File: src/logic/rot_defines.svh
`ifndef ROT_DEFINES_SVH
`define ROT_DEFINES_SVH

// stream widths
`define ROT_S_WIDTH 32
`define ROT_PACK_RATIO 4
`define ROT_M_WIDTH 128

// header field widths, each field holds (dimension - 1)
`define ROT_KH_BITS 2
`define ROT_CIN_BITS 4
`define ROT_COLS_BITS 3
`define ROT_BLOCKS_BITS 2

// one bank holds kh * cin wide words at most
`define ROT_BANK_DEPTH 48
`define ROT_ADDR_BITS 6

`endif
File: src/logic/rot_stream_pkg.sv
`include "rot_defines.svh"

package rot_stream_pkg;

  // narrow input beat
  typedef logic [`ROT_S_WIDTH-1:0] s_word_t;

  // packed beat, input word 0 sits in the lowest lane
  typedef logic [`ROT_M_WIDTH-1:0] wide_word_t;

  // output sideband
  typedef struct packed {
    logic is_cin_last;
    logic is_top_block;
    logic is_bottom_block;
  } tuser_t;

endpackage

File: src/logic/rotator_ifs.sv
`timescale 1ns/1ps

// wide words from the packer into the write controller
interface packed_if;
  logic                       valid;
  logic                       ready;
  rot_stream_pkg::wide_word_t data;
  logic                       last;

  modport source (output valid, output data, output last, input ready);
  modport sink (input valid, input data, input last, output ready);
endinterface


File: src/logic/word_packer.sv
`timescale 1ns/1ps
`include "rot_defines.svh"

module word_packer (
  input  logic                    aclk,
  input  logic                    i_rst,
  input  logic                    i_valid,
  output logic                    o_ready,
  input  rot_stream_pkg::s_word_t i_data,
  input  logic                    i_last,
  packed_if.source                o_out
);

  localparam int CNT_BITS = $clog2(`ROT_PACK_RATIO);
  localparam logic [CNT_BITS-1:0] CNT_LAST = CNT_BITS'(`ROT_PACK_RATIO - 1);

  rot_stream_pkg::wide_word_t asm_q;
  logic [CNT_BITS-1:0]        cnt;
  logic                       full;
  logic                       last_q;
  logic                       in_hs;
  logic                       out_hs;

  // input stalls while a finished word waits downstream
  assign o_ready = ~full;
  assign in_hs   = i_valid & o_ready;
  assign out_hs  = o_out.valid & o_out.ready;

  assign o_out.valid = full;
  assign o_out.data  = asm_q;
  assign o_out.last  = last_q;

  // shift right so the first word ends up in the low lane
  always_ff @(posedge aclk) begin
    if (in_hs) begin
      asm_q  <= {i_data, asm_q[`ROT_M_WIDTH-1:`ROT_S_WIDTH]};
      last_q <= i_last;
    end
  end

  always_ff @(posedge aclk) begin
    if (i_rst) begin
      cnt  <= '0;
      full <= 1'b0;
    end else if (in_hs) begin
      cnt <= (cnt == CNT_LAST) ? '0 : cnt + 1;
      // fourth word completes the packed beat
      if (cnt == CNT_LAST) begin
        full <= 1'b1;
      end
    end else if (out_hs) begin
      full <= 1'b0;
    end
  end

endmodule

File: src/flat_wrapper.sv
// flat-port wrapper written by rule: the top's interface ports become plain ports
module word_packer_flat 
  (aclk, i_rst, i_valid, o_ready, i_data, i_last, o_out_valid, o_out_data, o_out_last, o_out_ready);
  packed_if o_out_i ();
  input  logic aclk;
  input  logic i_rst;
  input  logic i_valid;
  output logic o_ready;
  input  rot_stream_pkg::s_word_t i_data;
  input  logic i_last;
  output wire logic [$bits(o_out_i.valid)-1:0] o_out_valid;
  output wire logic [$bits(o_out_i.data)-1:0] o_out_data;
  output wire logic [$bits(o_out_i.last)-1:0] o_out_last;
  input wire logic [$bits(o_out_i.ready)-1:0] o_out_ready;
  assign o_out_valid = o_out_i.valid;
  assign o_out_data = o_out_i.data;
  assign o_out_last = o_out_i.last;
  assign o_out_i.ready = o_out_ready;
  word_packer u_core (.aclk(aclk), .i_rst(i_rst), .i_valid(i_valid), .o_ready(o_ready), .i_data(i_data), .i_last(i_last), .o_out(o_out_i));
endmodule
File: config.mk
export PLATFORM = sky130hd
export DESIGN_NAME = word_packer_flat
export DESIGN_NICKNAME = d
export VERILOG_FILES = /design/src/logic/rot_stream_pkg.sv /design/src/logic/rotator_ifs.sv /design/src/logic/word_packer.sv /design/src/flat_wrapper.sv
export VERILOG_INCLUDE_DIRS = /design/src /design/src/logic
export SDC_FILE = /design/constraint.sdc
export NUM_CORES = 1
export LEC_CHECK = 0
export BUFFER_PORTS_ARGS = -buffer_cell sky130_fd_sc_hd__buf_2
export CAP_MARGIN = 25
export CORE_ASPECT_RATIO = 1.2
export CORE_MARGIN = 4
export CORE_UTILIZATION = 50
export CTS_CLUSTER_SIZE = 16
export DETAILED_ROUTE_END_ITERATION = 7
export GPL_TIMING_DRIVEN = 0
export HOLD_SLACK_MARGIN = 0.06
export PLACE_DENSITY = 0.83
export SKIP_CTS_REPAIR_TIMING = 1
export SLEW_MARGIN = 30
export SYNTH_ARGS = -nofsm -noshare
export SYNTH_HDL_FRONTEND = slang
export SYNTH_SLANG_ARGS = --single-unit
export TNS_END_PERCENT = 100
File: constraint.sdc
create_clock -name aclk -period 7.2 [get_ports aclk]
set_clock_uncertainty 0.1 [all_clocks]
set_input_delay 1.08 -clock aclk [delete_from_list [all_inputs] [get_ports aclk]]
set_output_delay 1.08 -clock aclk [all_outputs]
set_load 0.01 [all_outputs]
Word level (Yosys, flattened, before mapping)
Cells that the tools add are included.

word-level totals
  input bits = 37
  flip-flop bits (word level) = 132
  logic and storage cells = 16
  output and inout bits = 131

cells by class
  reduce and logical (&&, ||, !) cells = 2
  bitwise operators = 3
  eq/ne operators = 2
  multiplexer cells = 4
  add/subtract/negate cells = 1

operators with widths
  cell                   count
  $mux W1                3
  $add A2 B1 Y2 const B  1
  $and A1 B1 Y1          2
  $eq A2 B2 Y1 const B   1
  $mux W2                1
  $ne A2 B2 Y1 const B   1
  $reduce_and A2 Y1      1
  $reduce_bool A2 Y1     1
  $not A1 Y1             1

Longest topological paths before layout
  depth after elaboration = 4
  gate-level depth with buffers = 4

Worst setup path before layout
OpenSTA, ideal clock, no wires.

  path kind = input -> register
  start = input i_valid
  end = register u_core.cnt[0]
  arrival = 3.412 ns
  slack = 3.571 ns
  required time = 6.983 ns
  buffers on the path = 0
  library setup time = 0.117 ns
  stages on the path = 3
  cell sequence = nor2b_4 mux2i_1 nor2_1

between the ends
  word-level cells in the longest chain between the ends = 1

ends and longest elaborated chain
  element                 line               RTL
  start: declaration      flat_wrapper.sv:7  input logic i_valid;
  $and A1 B1 Y1           word_packer.sv:26  assign in_hs = i_valid & o_ready;
  end signal: assignment  word_packer.sv:46  cnt <= (cnt == CNT_LAST) ? '0 : cnt + 1;
  end: declaration        word_packer.sv:18  logic [CNT_BITS-1:0] cnt;

No other way between the ends.
A chain may end at the register's enable or synchronous reset.

Final worst setup path
  start = register u_core.full, in the netlist u_core.o_out.valid
  end = output o_ready

between the ends
  word-level cells in the longest chain between the ends = 1

ends and longest elaborated chain
  element                   line               RTL
  start: declaration        word_packer.sv:19  logic full;
  start signal: assignment  word_packer.sv:44  full <= 1'b0;
  start signal: assignment  word_packer.sv:49  full <= 1'b1;
  start signal: assignment  word_packer.sv:52  full <= 1'b0;
  $not A1 Y1                word_packer.sv:25  assign o_ready = ~full;
  end: declaration          flat_wrapper.sv:8  output logic o_ready;

No other way between the ends.

==> run_results.csv <==
group,metric,value,unit
floorplan,die-height,106,um
global_routing,grt.met1_usage,0.188,
synthesis,synth.mux.area_fraction,0.00499,
timing,final.setup.tns,0,ps
worst_setup_path,beginning_of_the_worst_register_to_register_path,"u_core.o_out.valid",
clocking,max-clock-path-buffers,2,
final_layout,drive_above_1_share,0.592,
timing,maxSlewHeadroom,0.700,
floorplan,floorplan.io_pins,168,
synthesis,synthAdderAreaFrac,0.00312,
worst_setup_path,ff2ff_setup_slack,5430,ps
global_routing,grt_antenna_before_repair,0,
synthesis,syn-instance-count,143,
route,route.antenna.remaining_nets,0,
pwr,power.density_cell_area,330,mW/mm^2
clocking,cts.clk_slew.worst_paths,60,ps
final_layout,layout.cells.non_filler,440,
clocking,cts-htree-levels,4,
worst_setup_path,r2r-end,"u_core.o_out.data[33]",
hold_path,hp-class,"register to register",
timing,worst-slew-pin-transition,449,ps
floorplan,initial_core_util,0.518,
synthesis,register_area_share_after_synthesis,0.981,
route,route.final.wire_length,8.12,mm
pwr,pleak,2.34,nW
worst_setup_path,crit_required,6020,ps
synthesis,postSynthRegisterBits,132,
global_routing,grt.busiest_layer,"met2",
placement,post-dp-hpwl,6.03,mm
route,detail_route.iter0.violations,138,
job,maxcap_violations,0,
placement,finalWeightedCongestion,0.787,
worst_setup_path,type_of_element_capturing_the_critical_path,"output pin",
final_layout,fin_nets,373,
final_layout,area_growth,43.0,%
timing,finalMaxSlewViolations,0,
worst_setup_path,worstPathMaxFanout,4,
clocking,clock_tree_from_tritoncts,"done",
route,detail_route.first_pass.iterations,5,
worst_setup_path,timing.reg2reg.worst_path_depth,4,
timing,report.final.setup_viol,0,
timing,grt_setup_unrepaired,"false",
floorplan,core_area,0.00775,mm^2
worst_setup_path,start_kind,"register",
route,detail_route.vias_per_cell,4.75,
clocking,cts_root_buffer,"sky130_fd_sc_hd__clkbuf_8",
route,count_of_vias_placed_by_the_detailed_router,2091,
global_routing,first_pass_grt_wire_length,12.4,mm
global_routing,grt_pass1_vias,2188,
synthesis,synth_area_per_cell,28.1,um^2
hold_path,hold_path_depth,0,
synthesis,post_synth_and_or_nand_nor_area_fraction,0.00873,
final_layout,fillCellCount,444,
global_routing,groute.layer.met3.usage,0.0637,
clocking,sink_count_of_the_clock_tree,132,
status,outcome,"finished clean",
timing,final.min_clock_period,2280,ps
timing,finalHoldViolations,0,
hold_path,holdPathEnd,"u_core.o_out.data[51]",
route,drc_errors,0,
synthesis,synth_top_family_by_area,"simple AND/OR/NAND/NOR gates",
hold_path,hold_path.startpoint,"u_core.o_out.data[83]",
floorplan,chipWidth,89.8,um
floorplan,number_of_rows_created_at_floorplan,35,
worst_setup_path,arrival,1100,ps
synthesis,synth_compound_gate_area_share,0.00156,
synthesis,syn-num-nets,181,
synthesis,synth_xor_area_frac,0,
final_layout,diodes,0,
floorplan,fp.dieArea,0.00953,mm^2
route,avgRoutedWirePerCell,18.5,um
worst_setup_path,crit_chain,"inv_1 -> buf_2",
clocking,clk-insertion-delay-late,490,ps
timing,fmax,0.438,GHz
global_routing,grt_start_max_net_pins,26,
synthesis,ys.warnings.count,0,
worst_setup_path,setup.worst_path.class,"register to output pin",
pwr,irDropWorstVdd,0.226,mV
global_routing,met2_usage,0.318,
synthesis,synth.cell_area,0.00401,mm^2
worst_setup_path,slowest_delay,400,ps
global_routing,overflow_after_grt,0,
worst_setup_path,cpMaxStageDelayCell,"sky130_fd_sc_hd__dfxtp_1",
placement,placed_cells,408,
synthesis,netlist-cell-type-count,9,
clocking,cts-buffers-inserted,17,
placement,io_buffers,167,
timing,finalCritPeriodShare,0.317,
global_routing,track_usage,0.178,
[critical path, delay by kind of cell (launching register included)]
| family | cells | cell delay, ps |
|---|---|---|
| buf+inv | 2 | 210 |
| flops | 1 | 400 |
[flip-flops by register name, indices dropped and copies added (netlist names)]
signal and cells:
u_core.o_out.data 128, u_core.cnt 2, u_core.o_out.last 1, u_core.o_out.valid 1
[placed cells by master, fill, tap and decap left out, types with 2 or more instances in the layout]
cell type and instances:
sky130_fd_sc_hd__bufinv_16 4, sky130_fd_sc_hd__clkinvlp_4 6, sky130_fd_sc_hd__edfxtp_1 129, sky130_fd_sc_hd__dfxtp_1 3
sky130_fd_sc_hd__mux2i_1 2, sky130_fd_sc_hd__nor2_1 4, sky130_fd_sc_hd__buf_2 167, sky130_fd_sc_hd__inv_6 3
sky130_fd_sc_hd__buf_16 5, sky130_fd_sc_hd__clkbuf_16 16
[Yosys cell counts]
cell,number,share of area
sky130_fd_sc_hd__a31oi_1,1,0.0016
sky130_fd_sc_hd__dfxtp_1,3,0.015
sky130_fd_sc_hd__edfxtp_1,129,0.97
sky130_fd_sc_hd__ha_1,1,0.0031
sky130_fd_sc_hd__inv_1,1,0.00093
sky130_fd_sc_hd__mux2i_1,2,0.0050
sky130_fd_sc_hd__nor2_1,4,0.0037
sky130_fd_sc_hd__nor2b_1,1,0.0016
sky130_fd_sc_hd__nor2b_4,1,0.0034
[cells by family (layout without fill, tap and decap cells)]
family / Yosys count / after routing
compound gates: 1 / 1
fa+ha+maj: 1 / 1
mux: 2 / 2
simple gates: 6 / 6
flops: 132 / 132
buf+inv: 1 / 206
[area by class of cell]
class	count	area [um^2]	area share
Clock inverter	15	205	0.0358
Inverter	1	3.75	0.000655
Timing Repair Buffer	173	988	0.172
Clock buffer	17	414	0.0722
Tap cell	92	115	0.0201
Sequential cell	132	3930	0.686
Multi-Input combinational cell	10	73.8	0.0129
[routing by layer]
layer / routed length, um / share of wire / vias up
met2: 4630 / 0.57 / 93
met3: 443 / 0.055 / 10
met1: 2880 / 0.36 / 1016
met4: 160 / 0.020 / 0
li1: - / - / 972
met5: 0 / 0 / -
[how the worst max path moves through the flow]
stage / start / end / slack [ps]
2_1_floorplan: i_valid / u_core.cnt[0] / 3570
3_3_place_gp: i_valid / u_core.cnt[0] / 2940
3_5_place_dp: i_valid / u_core.o_out.data[104] / 4550
4_1_cts: u_core.o_out.valid / o_ready / 4880
5_1_grt: u_core.o_out.valid / o_ready / 4840
6_report: u_core.o_out.valid / o_ready / 4920
[metrics by stage]
step	setup slack (ps)	total power [W]	instance area, um^2	hold WS (ps)	util
global route	4840	0.00196	5730	354	0.740
CTS	4880	0.00191	5730	341	0.740
finish	4920	0.00189	5730	338	0.740
floorplan	3570	0.000966	4010	365	-
global placement	2940	0.00102	4960	325	0.640
detailed placement	4550	0.00104	5110	328	0.660
[power breakdown]
group	switching, W	internal, W
combinational	0.0000597	0.0000438
sequential	0.0000194	0.000896
clock	0.000306	0.000565
(Power assumes the default switching activity.)
