[config.mk]
export PLATFORM = sky130hd
export DESIGN_NAME = rotation_reader_flat
export DESIGN_NICKNAME = d
export VERILOG_FILES = /design/src/logic/rot_stream_pkg.sv /design/src/logic/rot_geom_pkg.sv /design/src/logic/rotator_ifs.sv /design/src/logic/rotation_reader.sv /design/src/flat_wrapper.sv
export VERILOG_INCLUDE_DIRS = /design/src /design/src/logic
export SDC_FILE = /design/constraint.sdc
export NUM_CORES = 1
export LEC_CHECK = 0
export ABC_AREA = 1
export ABC_CLOCK_PERIOD_IN_PS = 1500
export BUFFER_PORTS_ARGS = -buffer_cell sky130_fd_sc_hd__buf_2
export CORE_AREA = 2 2 162 164
export DETAILED_ROUTE_END_ITERATION = 16
export DIE_AREA = 0 0 164 166
export GPL_ROUTABILITY_DRIVEN = 0
export HOLD_SLACK_MARGIN = 0.06
export SYNTH_ARGS = -nofsm -noshare
export SYNTH_HDL_FRONTEND = slang
export SYNTH_SLANG_ARGS = --single-unit
[constraint.sdc]
create_clock -name aclk -period 1.5 [get_ports aclk]
set_input_delay 0.375 -clock aclk [delete_from_list [all_inputs] [get_ports aclk]]
set_output_delay 0.375 -clock aclk [all_outputs]
set_load 0.01 [all_outputs]
[src/logic/rot_defines.svh]
`ifndef ROT_DEFINES_SVH
`define ROT_DEFINES_SVH

// stream widths
`define ROT_S_WIDTH 32
`define ROT_PACK_RATIO 4
`define ROT_M_WIDTH 128

// header field widths, each field holds (dimension - 1)
`define ROT_KH_BITS 2
`define ROT_CIN_BITS 4
`define ROT_COLS_BITS 3
`define ROT_BLOCKS_BITS 2

// one bank holds kh * cin wide words at most
`define ROT_BANK_DEPTH 48
`define ROT_ADDR_BITS 6

`endif
[src/logic/rot_stream_pkg.sv]
`include "rot_defines.svh"

package rot_stream_pkg;

  // narrow input beat
  typedef logic [`ROT_S_WIDTH-1:0] s_word_t;

  // packed beat, input word 0 sits in the lowest lane
  typedef logic [`ROT_M_WIDTH-1:0] wide_word_t;

  // output sideband
  typedef struct packed {
    logic is_cin_last;
    logic is_top_block;
    logic is_bottom_block;
  } tuser_t;

endpackage

[src/logic/rot_geom_pkg.sv]
`include "rot_defines.svh"

package rot_geom_pkg;

  // low 11 bits of the header beat, kh_1 in the lsbs
  typedef struct packed {
    logic [`ROT_BLOCKS_BITS-1:0] blocks_1;
    logic [`ROT_COLS_BITS-1:0]   cols_1;
    logic [`ROT_CIN_BITS-1:0]    cin_1;
    logic [`ROT_KH_BITS-1:0]     kh_1;
  } geom_t;

  // word address inside one bank
  typedef logic [`ROT_ADDR_BITS-1:0] addr_t;

endpackage

[src/logic/rotator_ifs.sv]


// read side of one bank
interface bank_rd_if;
  logic                       rd_en;
  rot_stream_pkg::wide_word_t rdata;
  logic                       rvalid;
  rot_geom_pkg::geom_t        geom;
  logic                       loaded;
  logic                       release_bank;

  modport bank (input rd_en, release_bank, output rdata, rvalid, geom, loaded);
  modport reader (output rd_en, release_bank, input rdata, rvalid, geom, loaded);
endinterface

[src/logic/rotation_reader.sv]
`timescale 1ns/1ps
`include "rot_defines.svh"

module rotation_reader (
  input  logic                       aclk,
  input  logic                       i_rst,
  bank_rd_if.reader                  i_bank0,
  bank_rd_if.reader                  i_bank1,
  output logic                       o_m_valid,
  input  logic                       i_m_ready,
  output rot_stream_pkg::wide_word_t o_m_data,
  output logic                       o_m_last,
  output rot_stream_pkg::tuser_t     o_m_tuser
);

  // counters 0..3 are kh, cin, cols and blocks from the innermost out
  localparam int NC   = 4;
  localparam int CW_A = (`ROT_KH_BITS > `ROT_CIN_BITS) ? `ROT_KH_BITS : `ROT_CIN_BITS;
  localparam int CW_B = (`ROT_COLS_BITS > `ROT_BLOCKS_BITS) ? `ROT_COLS_BITS : `ROT_BLOCKS_BITS;
  localparam int CW   = (CW_A > CW_B) ? CW_A : CW_B;

  typedef enum logic [1:0] {R_IDLE, R_READ, R_SWITCH} r_state_t;

  r_state_t            state;
  r_state_t            state_next;
  logic                rd_sel;
  logic                bank_valid;
  logic                bank_loaded;
  logic                beat;
  logic                done;
  rot_geom_pkg::geom_t geom;
  logic [CW-1:0]       lim [NC];
  logic [CW-1:0]       cnt [NC];
  logic                last_q [NC];
  logic                step [NC];

  // read bank mux
  assign bank_valid  = rd_sel ? i_bank1.rvalid : i_bank0.rvalid;
  assign bank_loaded = rd_sel ? i_bank1.loaded : i_bank0.loaded;
  assign geom        = rd_sel ? i_bank1.geom : i_bank0.geom;
  assign o_m_data    = rd_sel ? i_bank1.rdata : i_bank0.rdata;

  assign o_m_valid = (state == R_READ) & bank_valid;
  assign beat      = o_m_valid & i_m_ready;
  assign o_m_last  = o_m_valid & last_q[0] & last_q[1] & last_q[2] & last_q[3];
  assign done      = beat & o_m_last;

  assign i_bank0.rd_en        = (state == R_READ) & ~rd_sel & i_m_ready;
  assign i_bank1.rd_en        = (state == R_READ) & rd_sel & i_m_ready;
  assign i_bank0.release_bank = (state == R_SWITCH) & ~rd_sel;
  assign i_bank1.release_bank = (state == R_SWITCH) & rd_sel;

  assign o_m_tuser.is_cin_last     = last_q[0] & last_q[1];
  assign o_m_tuser.is_top_block    = (cnt[3] == lim[3]);
  assign o_m_tuser.is_bottom_block = last_q[3];

  always_comb begin
    state_next = state;
    case (state)
      R_IDLE:  if (bank_loaded) state_next = R_READ;
      R_READ:  if (done) state_next = R_SWITCH;
      default: state_next = R_IDLE;
    endcase
  end

  always_ff @(posedge aclk) begin
    if (i_rst) begin
      state  <= R_IDLE;
      rd_sel <= 1'b0;
    end else begin
      state <= state_next;
      if (state == R_SWITCH) begin
        rd_sel <= ~rd_sel;
      end
    end
  end

  assign lim[0] = CW'(geom.kh_1);
  assign lim[1] = CW'(geom.cin_1);
  assign lim[2] = CW'(geom.cols_1);
  assign lim[3] = CW'(geom.blocks_1);

  // each counter steps when all inner ones wrap
  assign step[0] = beat;
  for (genvar i = 1; i < NC; i++) begin : g_step
    assign step[i] = step[i-1] & last_q[i-1];
  end

  for (genvar i = 0; i < NC; i++) begin : g_cnt
    always_ff @(posedge aclk) begin
      if (i_rst) begin
        cnt[i]    <= '0;
        last_q[i] <= 1'b0;
      end else if (state == R_IDLE || (step[i] && last_q[i])) begin
        // reload from the read bank geometry
        cnt[i]    <= lim[i];
        last_q[i] <= (lim[i] == '0);
      end else if (step[i]) begin
        cnt[i]    <= cnt[i] - 1;
        last_q[i] <= (cnt[i] == 1);
      end
    end
  end

endmodule

[src/flat_wrapper.sv]
// flat-port wrapper written by rule: the top's interface ports become plain ports
module rotation_reader_flat 
  (aclk, i_rst, o_m_valid, i_m_ready, o_m_data, o_m_last, o_m_tuser, i_bank0_rd_en, i_bank0_release_bank, i_bank0_rdata, i_bank0_rvalid, i_bank0_geom, i_bank0_loaded, i_bank1_rd_en, i_bank1_release_bank, i_bank1_rdata, i_bank1_rvalid, i_bank1_geom, i_bank1_loaded);
  bank_rd_if i_bank0_i ();
  bank_rd_if i_bank1_i ();
  input  logic aclk;
  input  logic i_rst;
  output logic o_m_valid;
  input  logic i_m_ready;
  output rot_stream_pkg::wide_word_t o_m_data;
  output logic o_m_last;
  output rot_stream_pkg::tuser_t o_m_tuser;
  output wire logic [$bits(i_bank0_i.rd_en)-1:0] i_bank0_rd_en;
  output wire logic [$bits(i_bank0_i.release_bank)-1:0] i_bank0_release_bank;
  input wire logic [$bits(i_bank0_i.rdata)-1:0] i_bank0_rdata;
  input wire logic [$bits(i_bank0_i.rvalid)-1:0] i_bank0_rvalid;
  input wire logic [$bits(i_bank0_i.geom)-1:0] i_bank0_geom;
  input wire logic [$bits(i_bank0_i.loaded)-1:0] i_bank0_loaded;
  output wire logic [$bits(i_bank1_i.rd_en)-1:0] i_bank1_rd_en;
  output wire logic [$bits(i_bank1_i.release_bank)-1:0] i_bank1_release_bank;
  input wire logic [$bits(i_bank1_i.rdata)-1:0] i_bank1_rdata;
  input wire logic [$bits(i_bank1_i.rvalid)-1:0] i_bank1_rvalid;
  input wire logic [$bits(i_bank1_i.geom)-1:0] i_bank1_geom;
  input wire logic [$bits(i_bank1_i.loaded)-1:0] i_bank1_loaded;
  assign i_bank0_rd_en = i_bank0_i.rd_en;
  assign i_bank0_release_bank = i_bank0_i.release_bank;
  assign i_bank0_i.rdata = i_bank0_rdata;
  assign i_bank0_i.rvalid = i_bank0_rvalid;
  assign i_bank0_i.geom = i_bank0_geom;
  assign i_bank0_i.loaded = i_bank0_loaded;
  assign i_bank1_rd_en = i_bank1_i.rd_en;
  assign i_bank1_release_bank = i_bank1_i.release_bank;
  assign i_bank1_i.rdata = i_bank1_rdata;
  assign i_bank1_i.rvalid = i_bank1_rvalid;
  assign i_bank1_i.geom = i_bank1_geom;
  assign i_bank1_i.loaded = i_bank1_loaded;
  rotation_reader u_core (.aclk(aclk), .i_rst(i_rst), .i_bank0(i_bank0_i), .i_bank1(i_bank1_i), .o_m_valid(o_m_valid), .i_m_ready(i_m_ready), .o_m_data(o_m_data), .o_m_last(o_m_last), .o_m_tuser(o_m_tuser));
endmodule
== Yosys cells after proc, flatten, opt, wreduce, memory -nomap -nowiden ==
Memory sizes are Yosys's and may differ from the RTL's.
Cells that the tools add are included.

* Bits in writable memories: 20
* Output and inout port bits: 137
* Memories: 2
* Latch bits: 0
* Register bits after elaboration: 3
* Bits in read-only memories: 0

{| class="wikitable"
|+ Memory list
! name !! words !! bits a word !! rd ports !! clocked after Yosys merged registers in !! write ports !! line !! text
|-
| u_core.cnt || 4 || 4 || 4 || 0 || 4 || rotation_reader.sv:33 || <nowiki>logic [CW-1:0] cnt [NC];</nowiki>
|-
| u_core.last_q || 4 || 1 || 4 || 0 || 4 || rotation_reader.sv:34 || <nowiki>logic last_q [NC];</nowiki>
|}

* Reductions and logical operators: 14
* Bitwise gates (word level): 34
* $mul: 0
* Equal/unequal tests: 9
* Div/mod/pow operators: 0
* $lt $le $gt $ge: 0
* Shifts and indexed selects: 0
* Multiplexer cells: 53
* $add $sub $neg: 4

{| class="wikitable"
|+ Operator list
! kind !! count
|-
| $mux 128 || 1
|-
| $mux 1 || 40
|-
| $mux 4 || 8
|-
| $and 1x1->1 || 17
|-
| $eq 4x1->1 const B || 4
|-
| $logic_not 4->1 || 4
|-
| $or 1x1->1 || 16
|-
| $sub 4x1->4 const B || 4
|-
| $mux 11 || 1
|-
| $eq 4x2->1 || 1
|-
| $logic_and 1x1->1 || 4
|-
| $logic_or 1x1->1 || 4
|-
| $mux 2 || 2
|-
| $ne 2x1->1 const B || 2
|-
| $pmux 2 s2 || 1
|-
| $eq 2x1->1 const B || 1
|-
| $eq 2x2->1 const B || 1
|-
| $logic_not 2->1 || 1
|-
| $reduce_and 2->1 || 1
|-
| $not 1->1 || 1
|}

== Logic depth before layout (Yosys ltp) ==
* Word-level depth: 13
* Mapped depth: 10

== Worst setup path before layout ==
No wires, ideal clock.

* Path kind: register to output
* Start: register u_core.rd_sel
* End: output port o_m_tuser[1] (netlist name)
* Cell stages (with the launch flop): 8
* Path slack: -29 ps
* Data arrival time: 1,154 ps
* Buffers on the path: 2
* Cell sequence: dfxtp_1 buf_6 inv_6 buf_4 nand2_1 nand2_1 xor2_1 nor3_1

{| class="wikitable"
|+ RTL lines
! item !! line !! text
|-
| from (decl) || rotation_reader.sv:26 || <nowiki>logic rd_sel;</nowiki>
|-
| from (signal assigned) || rotation_reader.sv:73 || <nowiki>rd_sel <= ~rd_sel;</nowiki>
|-
| to (decl) || flat_wrapper.sv:12 || <nowiki>output rot_stream_pkg::tuser_t o_m_tuser;</nowiki>
|}

== Worst setup path after layout ==
* Start: register u_core.rd_sel
* End: output port i_bank0_rd_en

* Longest elaborated chain between the ends: 3

{| class="wikitable"
|+ Ends and longest elaborated chain
! item !! line !! text
|-
| $not 1->1 || rotation_reader.sv:48 || <nowiki>assign i_bank0.rd_en = (state == R_READ) & ~rd_sel & i_m_ready;</nowiki>
|-
| $and 1x1->1 (2 in a row) || rotation_reader.sv:48 ||
|-
| to (decl) || flat_wrapper.sv:13 || <nowiki>output wire logic [$bits(i_bank0_i.rd_en)-1:0] i_bank0_rd_en;</nowiki>
|}

No other way between the ends.

==> results_dict.tcl <==
set metrics [dict create \
    antenna_found_initial 3 \
    cp_slowest_cell "dfxtp_4" \
    grt_max_degree 19 \
    antenna_left 0 \
    hold_ws_ns 0.3833 \
    drtIter0Drc 251 \
    worstPathRequired_ns 1.12 \
    grt_pass1_vias 5448 \
    fmax_ghz 0.5583 \
    hold_path.class "primary input to flip-flop" \
    r2r_slack_ns -0.24 \
    cts_tree "built" \
    violations "negative setup slack" \
    synth_edf_count 20 \
    vdd_ir_drop_max_mv 0.3950 \
    clockBufferDepth 2 \
    core_mm2 0.02562 \
    seqPwrFrac_pct 28.6 \
    hold_violations 0 \
    htreeDepth 1 \
    synth_nets 915 \
    synth_ff_type "edfxtp_1" \
    critPathKind "flip-flop to output port" \
    grt_pass1_wl_mm 30.64 \
    crit_chain "buf_4, buf_16, buf_4, nor3_4, buf_2" \
    tightestPinTransition_ns 0.2909 \
    synth-simple-area-share_pct 63.09 \
    skew_ns 0.005751 \
    clock-sinks 23 \
    boundaryPins 422 \
    slew_viol_final 0 \
    syn_avg_cell_area_um2 5.292 \
    yosysSeqAreaShare_pct 20.07 \
    viasPerCell 4.044 \
    synth_top_family_by_area "simple AND/OR/NAND/NOR gates" \
    status "complete, but fails checks" \
    postCtsHoldBufs 0 \
    nets 1381 \
    cap_violations 0 \
    finalWirelength_mm 22.13 \
    synth_cells 622 \
    synth_seq_cells 23 \
    critPathMostFrequentCell "buf_4" \
    async_flop_share_pct 0 \
    p_int_mw 1.787 \
    synth_area_mm2 0.003292 \
    overflow 0 \
    timing.final.crit_period_ns 1.791 \
    clk_latency_ns 0.26 \
    die_w_um 164 \
    synth.mux.area_fraction_pct 0.3421 \
    synthXorXnorAreaFrac_pct 2.661 \
    setup-tns-final_ns -33.75 \
    power_mw 2.748 \
    fin_crit_sh_pct 119.4 \
    p_comb_share_pct 50.0 \
    clock_power_share_pct 21.4 \
    relSlewSlack_pct 80.55 \
    grt_usage_pct 14.69 \
    start_util_pct 12.85 \
    yosys_warnings 0 \
    yosys.area_share.adder_pct 3.041 \
    layout-drive-gt1-share_pct 60.17 \
    setup_viol 167 \
    netSwitchingFraction_pct 34.98 \
    num_vias 5758 \
    drt_pre_antenna_iters 5 \
    root_buffer "clkbuf_16" \
    crit_path_end_kind "output port" \
    layout_setup_ws_ns -0.2913 \
    max_stage_delay_ns 0.40 \
    avgRoutedWirePerCell_um 15.54 \
    rsz0062_at_grt "yes" \
    path_max_fanout 5 \
    dp_hpwl_mm 17.16 \
    pre_cts_ws_ns -0.04415 \
    synth_compound_area_share_pct 1.824 \
    dieArea_mm2 0.02722 \
    fillerInstances 2809 \
    clkTransAtPathRegs_ns 0.06 \
    port-buffer-count 421 \
    p_leak_nw 4.319 \
    cts_buffers 3 \
    worstPathArrival_ns 1.42 \
    rows 59 \
    syn2layout_area_growth_pct 131.0 \
    ys_types 37 \
    power.switching_uw 961.4 \
    drc 0 \
    p_per_area_mw_per_mm2 361.4 \
    start_kind "flip-flop" \
    die_h_um 166 \
]
[power groups by stage]
stage	clock (mW)	sequential [mW]	combinational, mW
floorplan	0	0.792	0.478
global placement	0	0.799	1.18
detailed placement	0	0.799	1.18
CTS	0.592	0.786	1.27
global route	0.629	0.793	1.49
finish	0.589	0.787	1.37
[flip-flops by register name, indices dropped and copies added (netlist names)]
register / flops
u_core.state: 2
u_core.cnt: 16
u_core.rd_sel: 1
u_core.last_q: 4
[per-layer routing]
layer | track usage, % | vias to the layer above | wire length, µm
met2 | 24.28 | 289 | 10490
li1 | - | 2830 | -
met5 | 0 | - | 13
met1 | 19.23 | 2606 | 9270
met4 | 2.860 | 2 | 417
met3 | 3.871 | 31 | 1939
[kinds of logic after synthesis]
kind of cell | count (synthesis)
compound gates | 12
xor+xnor | 10
fa+ha+maj | 8
buf+inv | 59
flops | 23
mux | 1
simple gates | 509
[worst max-delay path, delay by kind of cell (launching register included)]
family	cells	cell delay, ns
buffers and inverters	4	0.60
flip-flops	1	0.40
AND/OR/NAND/NOR	1	0.16
[Yosys cell counts, types with 4 or more instances]
library cell	number	area (µm²)
nand2_1	443	1663
edfxtp_1	20	600.6
nor2_1	19	71.32
inv_1	18	67.56
buf_4	13	97.59
nor3_1	11	55.05
clkbuf_1	9	33.78
buf_2	8	40.04
ha_1	8	100.1
xnor2_1	7	61.31
inv_2	6	22.52
nand3_1	6	30.03
o21ai_0	6	30.03
nand2_2	4	25.02
nand4_1	4	25.02
or2_1	4	25.02
[layout by cell type (no fill, tap or decap), types with 3 or more instances in the layout]
master     Yosys  final
buf_2          8    377
nand2_1      443    331
nand2_2        4     88
buf_6          1     51
nand2_4        2     30
buf_4         13     30
edfxtp_1      20     20
nor2_1        19     18
inv_1         18     17
buf_12         0     16
clkbuf_16      0      9
buf_16         0      9
ha_1           8      8
inv_2          6      7
xnor2_1        7      7
nor3_2         1      6
nand3_1        6      5
o21ai_2        0      5
nor3_1        11      5
nand4_1        4      4
o21ai_1        3      4
or2_1          4      4
nor2_4         2      3
nor2_2         3      3
nand3_2        3      3
xor2_1         3      3
buf_8          0      3
[final cells by class]
class	count	area (µm²)	share of cell area, %
repair buffers	493	3482	45.79
clock inverters	1	5.005	0.06581
clock buffers	3	75.07	0.9872
well taps	335	419.2	5.512
diodes	2	5.005	0.06581
multi-input cells	540	2835	37.28
inverters	27	118.9	1.563
flip-flops and latches	23	664.4	8.736
[final timing paths]
check | start | cells past startpoint | end
setup / recovery | u_core.rd_sel | 5 | i_bank0_rd_en
hold reg to reg | u_core.state[1] | 2 | u_core.rd_sel
hold / removal | i_rst | 2 | u_core.rd_sel
setup reg to reg | u_core.rd_sel | 9 | u_core.last_q[1][1]
[timing repair]
item,in CTS,in global routing
cloned,9,7
resized for setup,113,140
buffers inserted,16,7
endpoints found under the setup margin,145,176
pin swaps,12,47
[stage by stage]
step / cell area, µm² / util, % / instances
finish: 7605 / 29.69 / 1424
CTS: 6889 / 26.89 / 1410
global placement: 6016 / 23.48 / 1381
floorplan: 3297 / - / 622
detailed placement: 6016 / 23.48 / 1381
global route: 7602 / 29.68 / 1423
(Power assumes the default switching activity.)
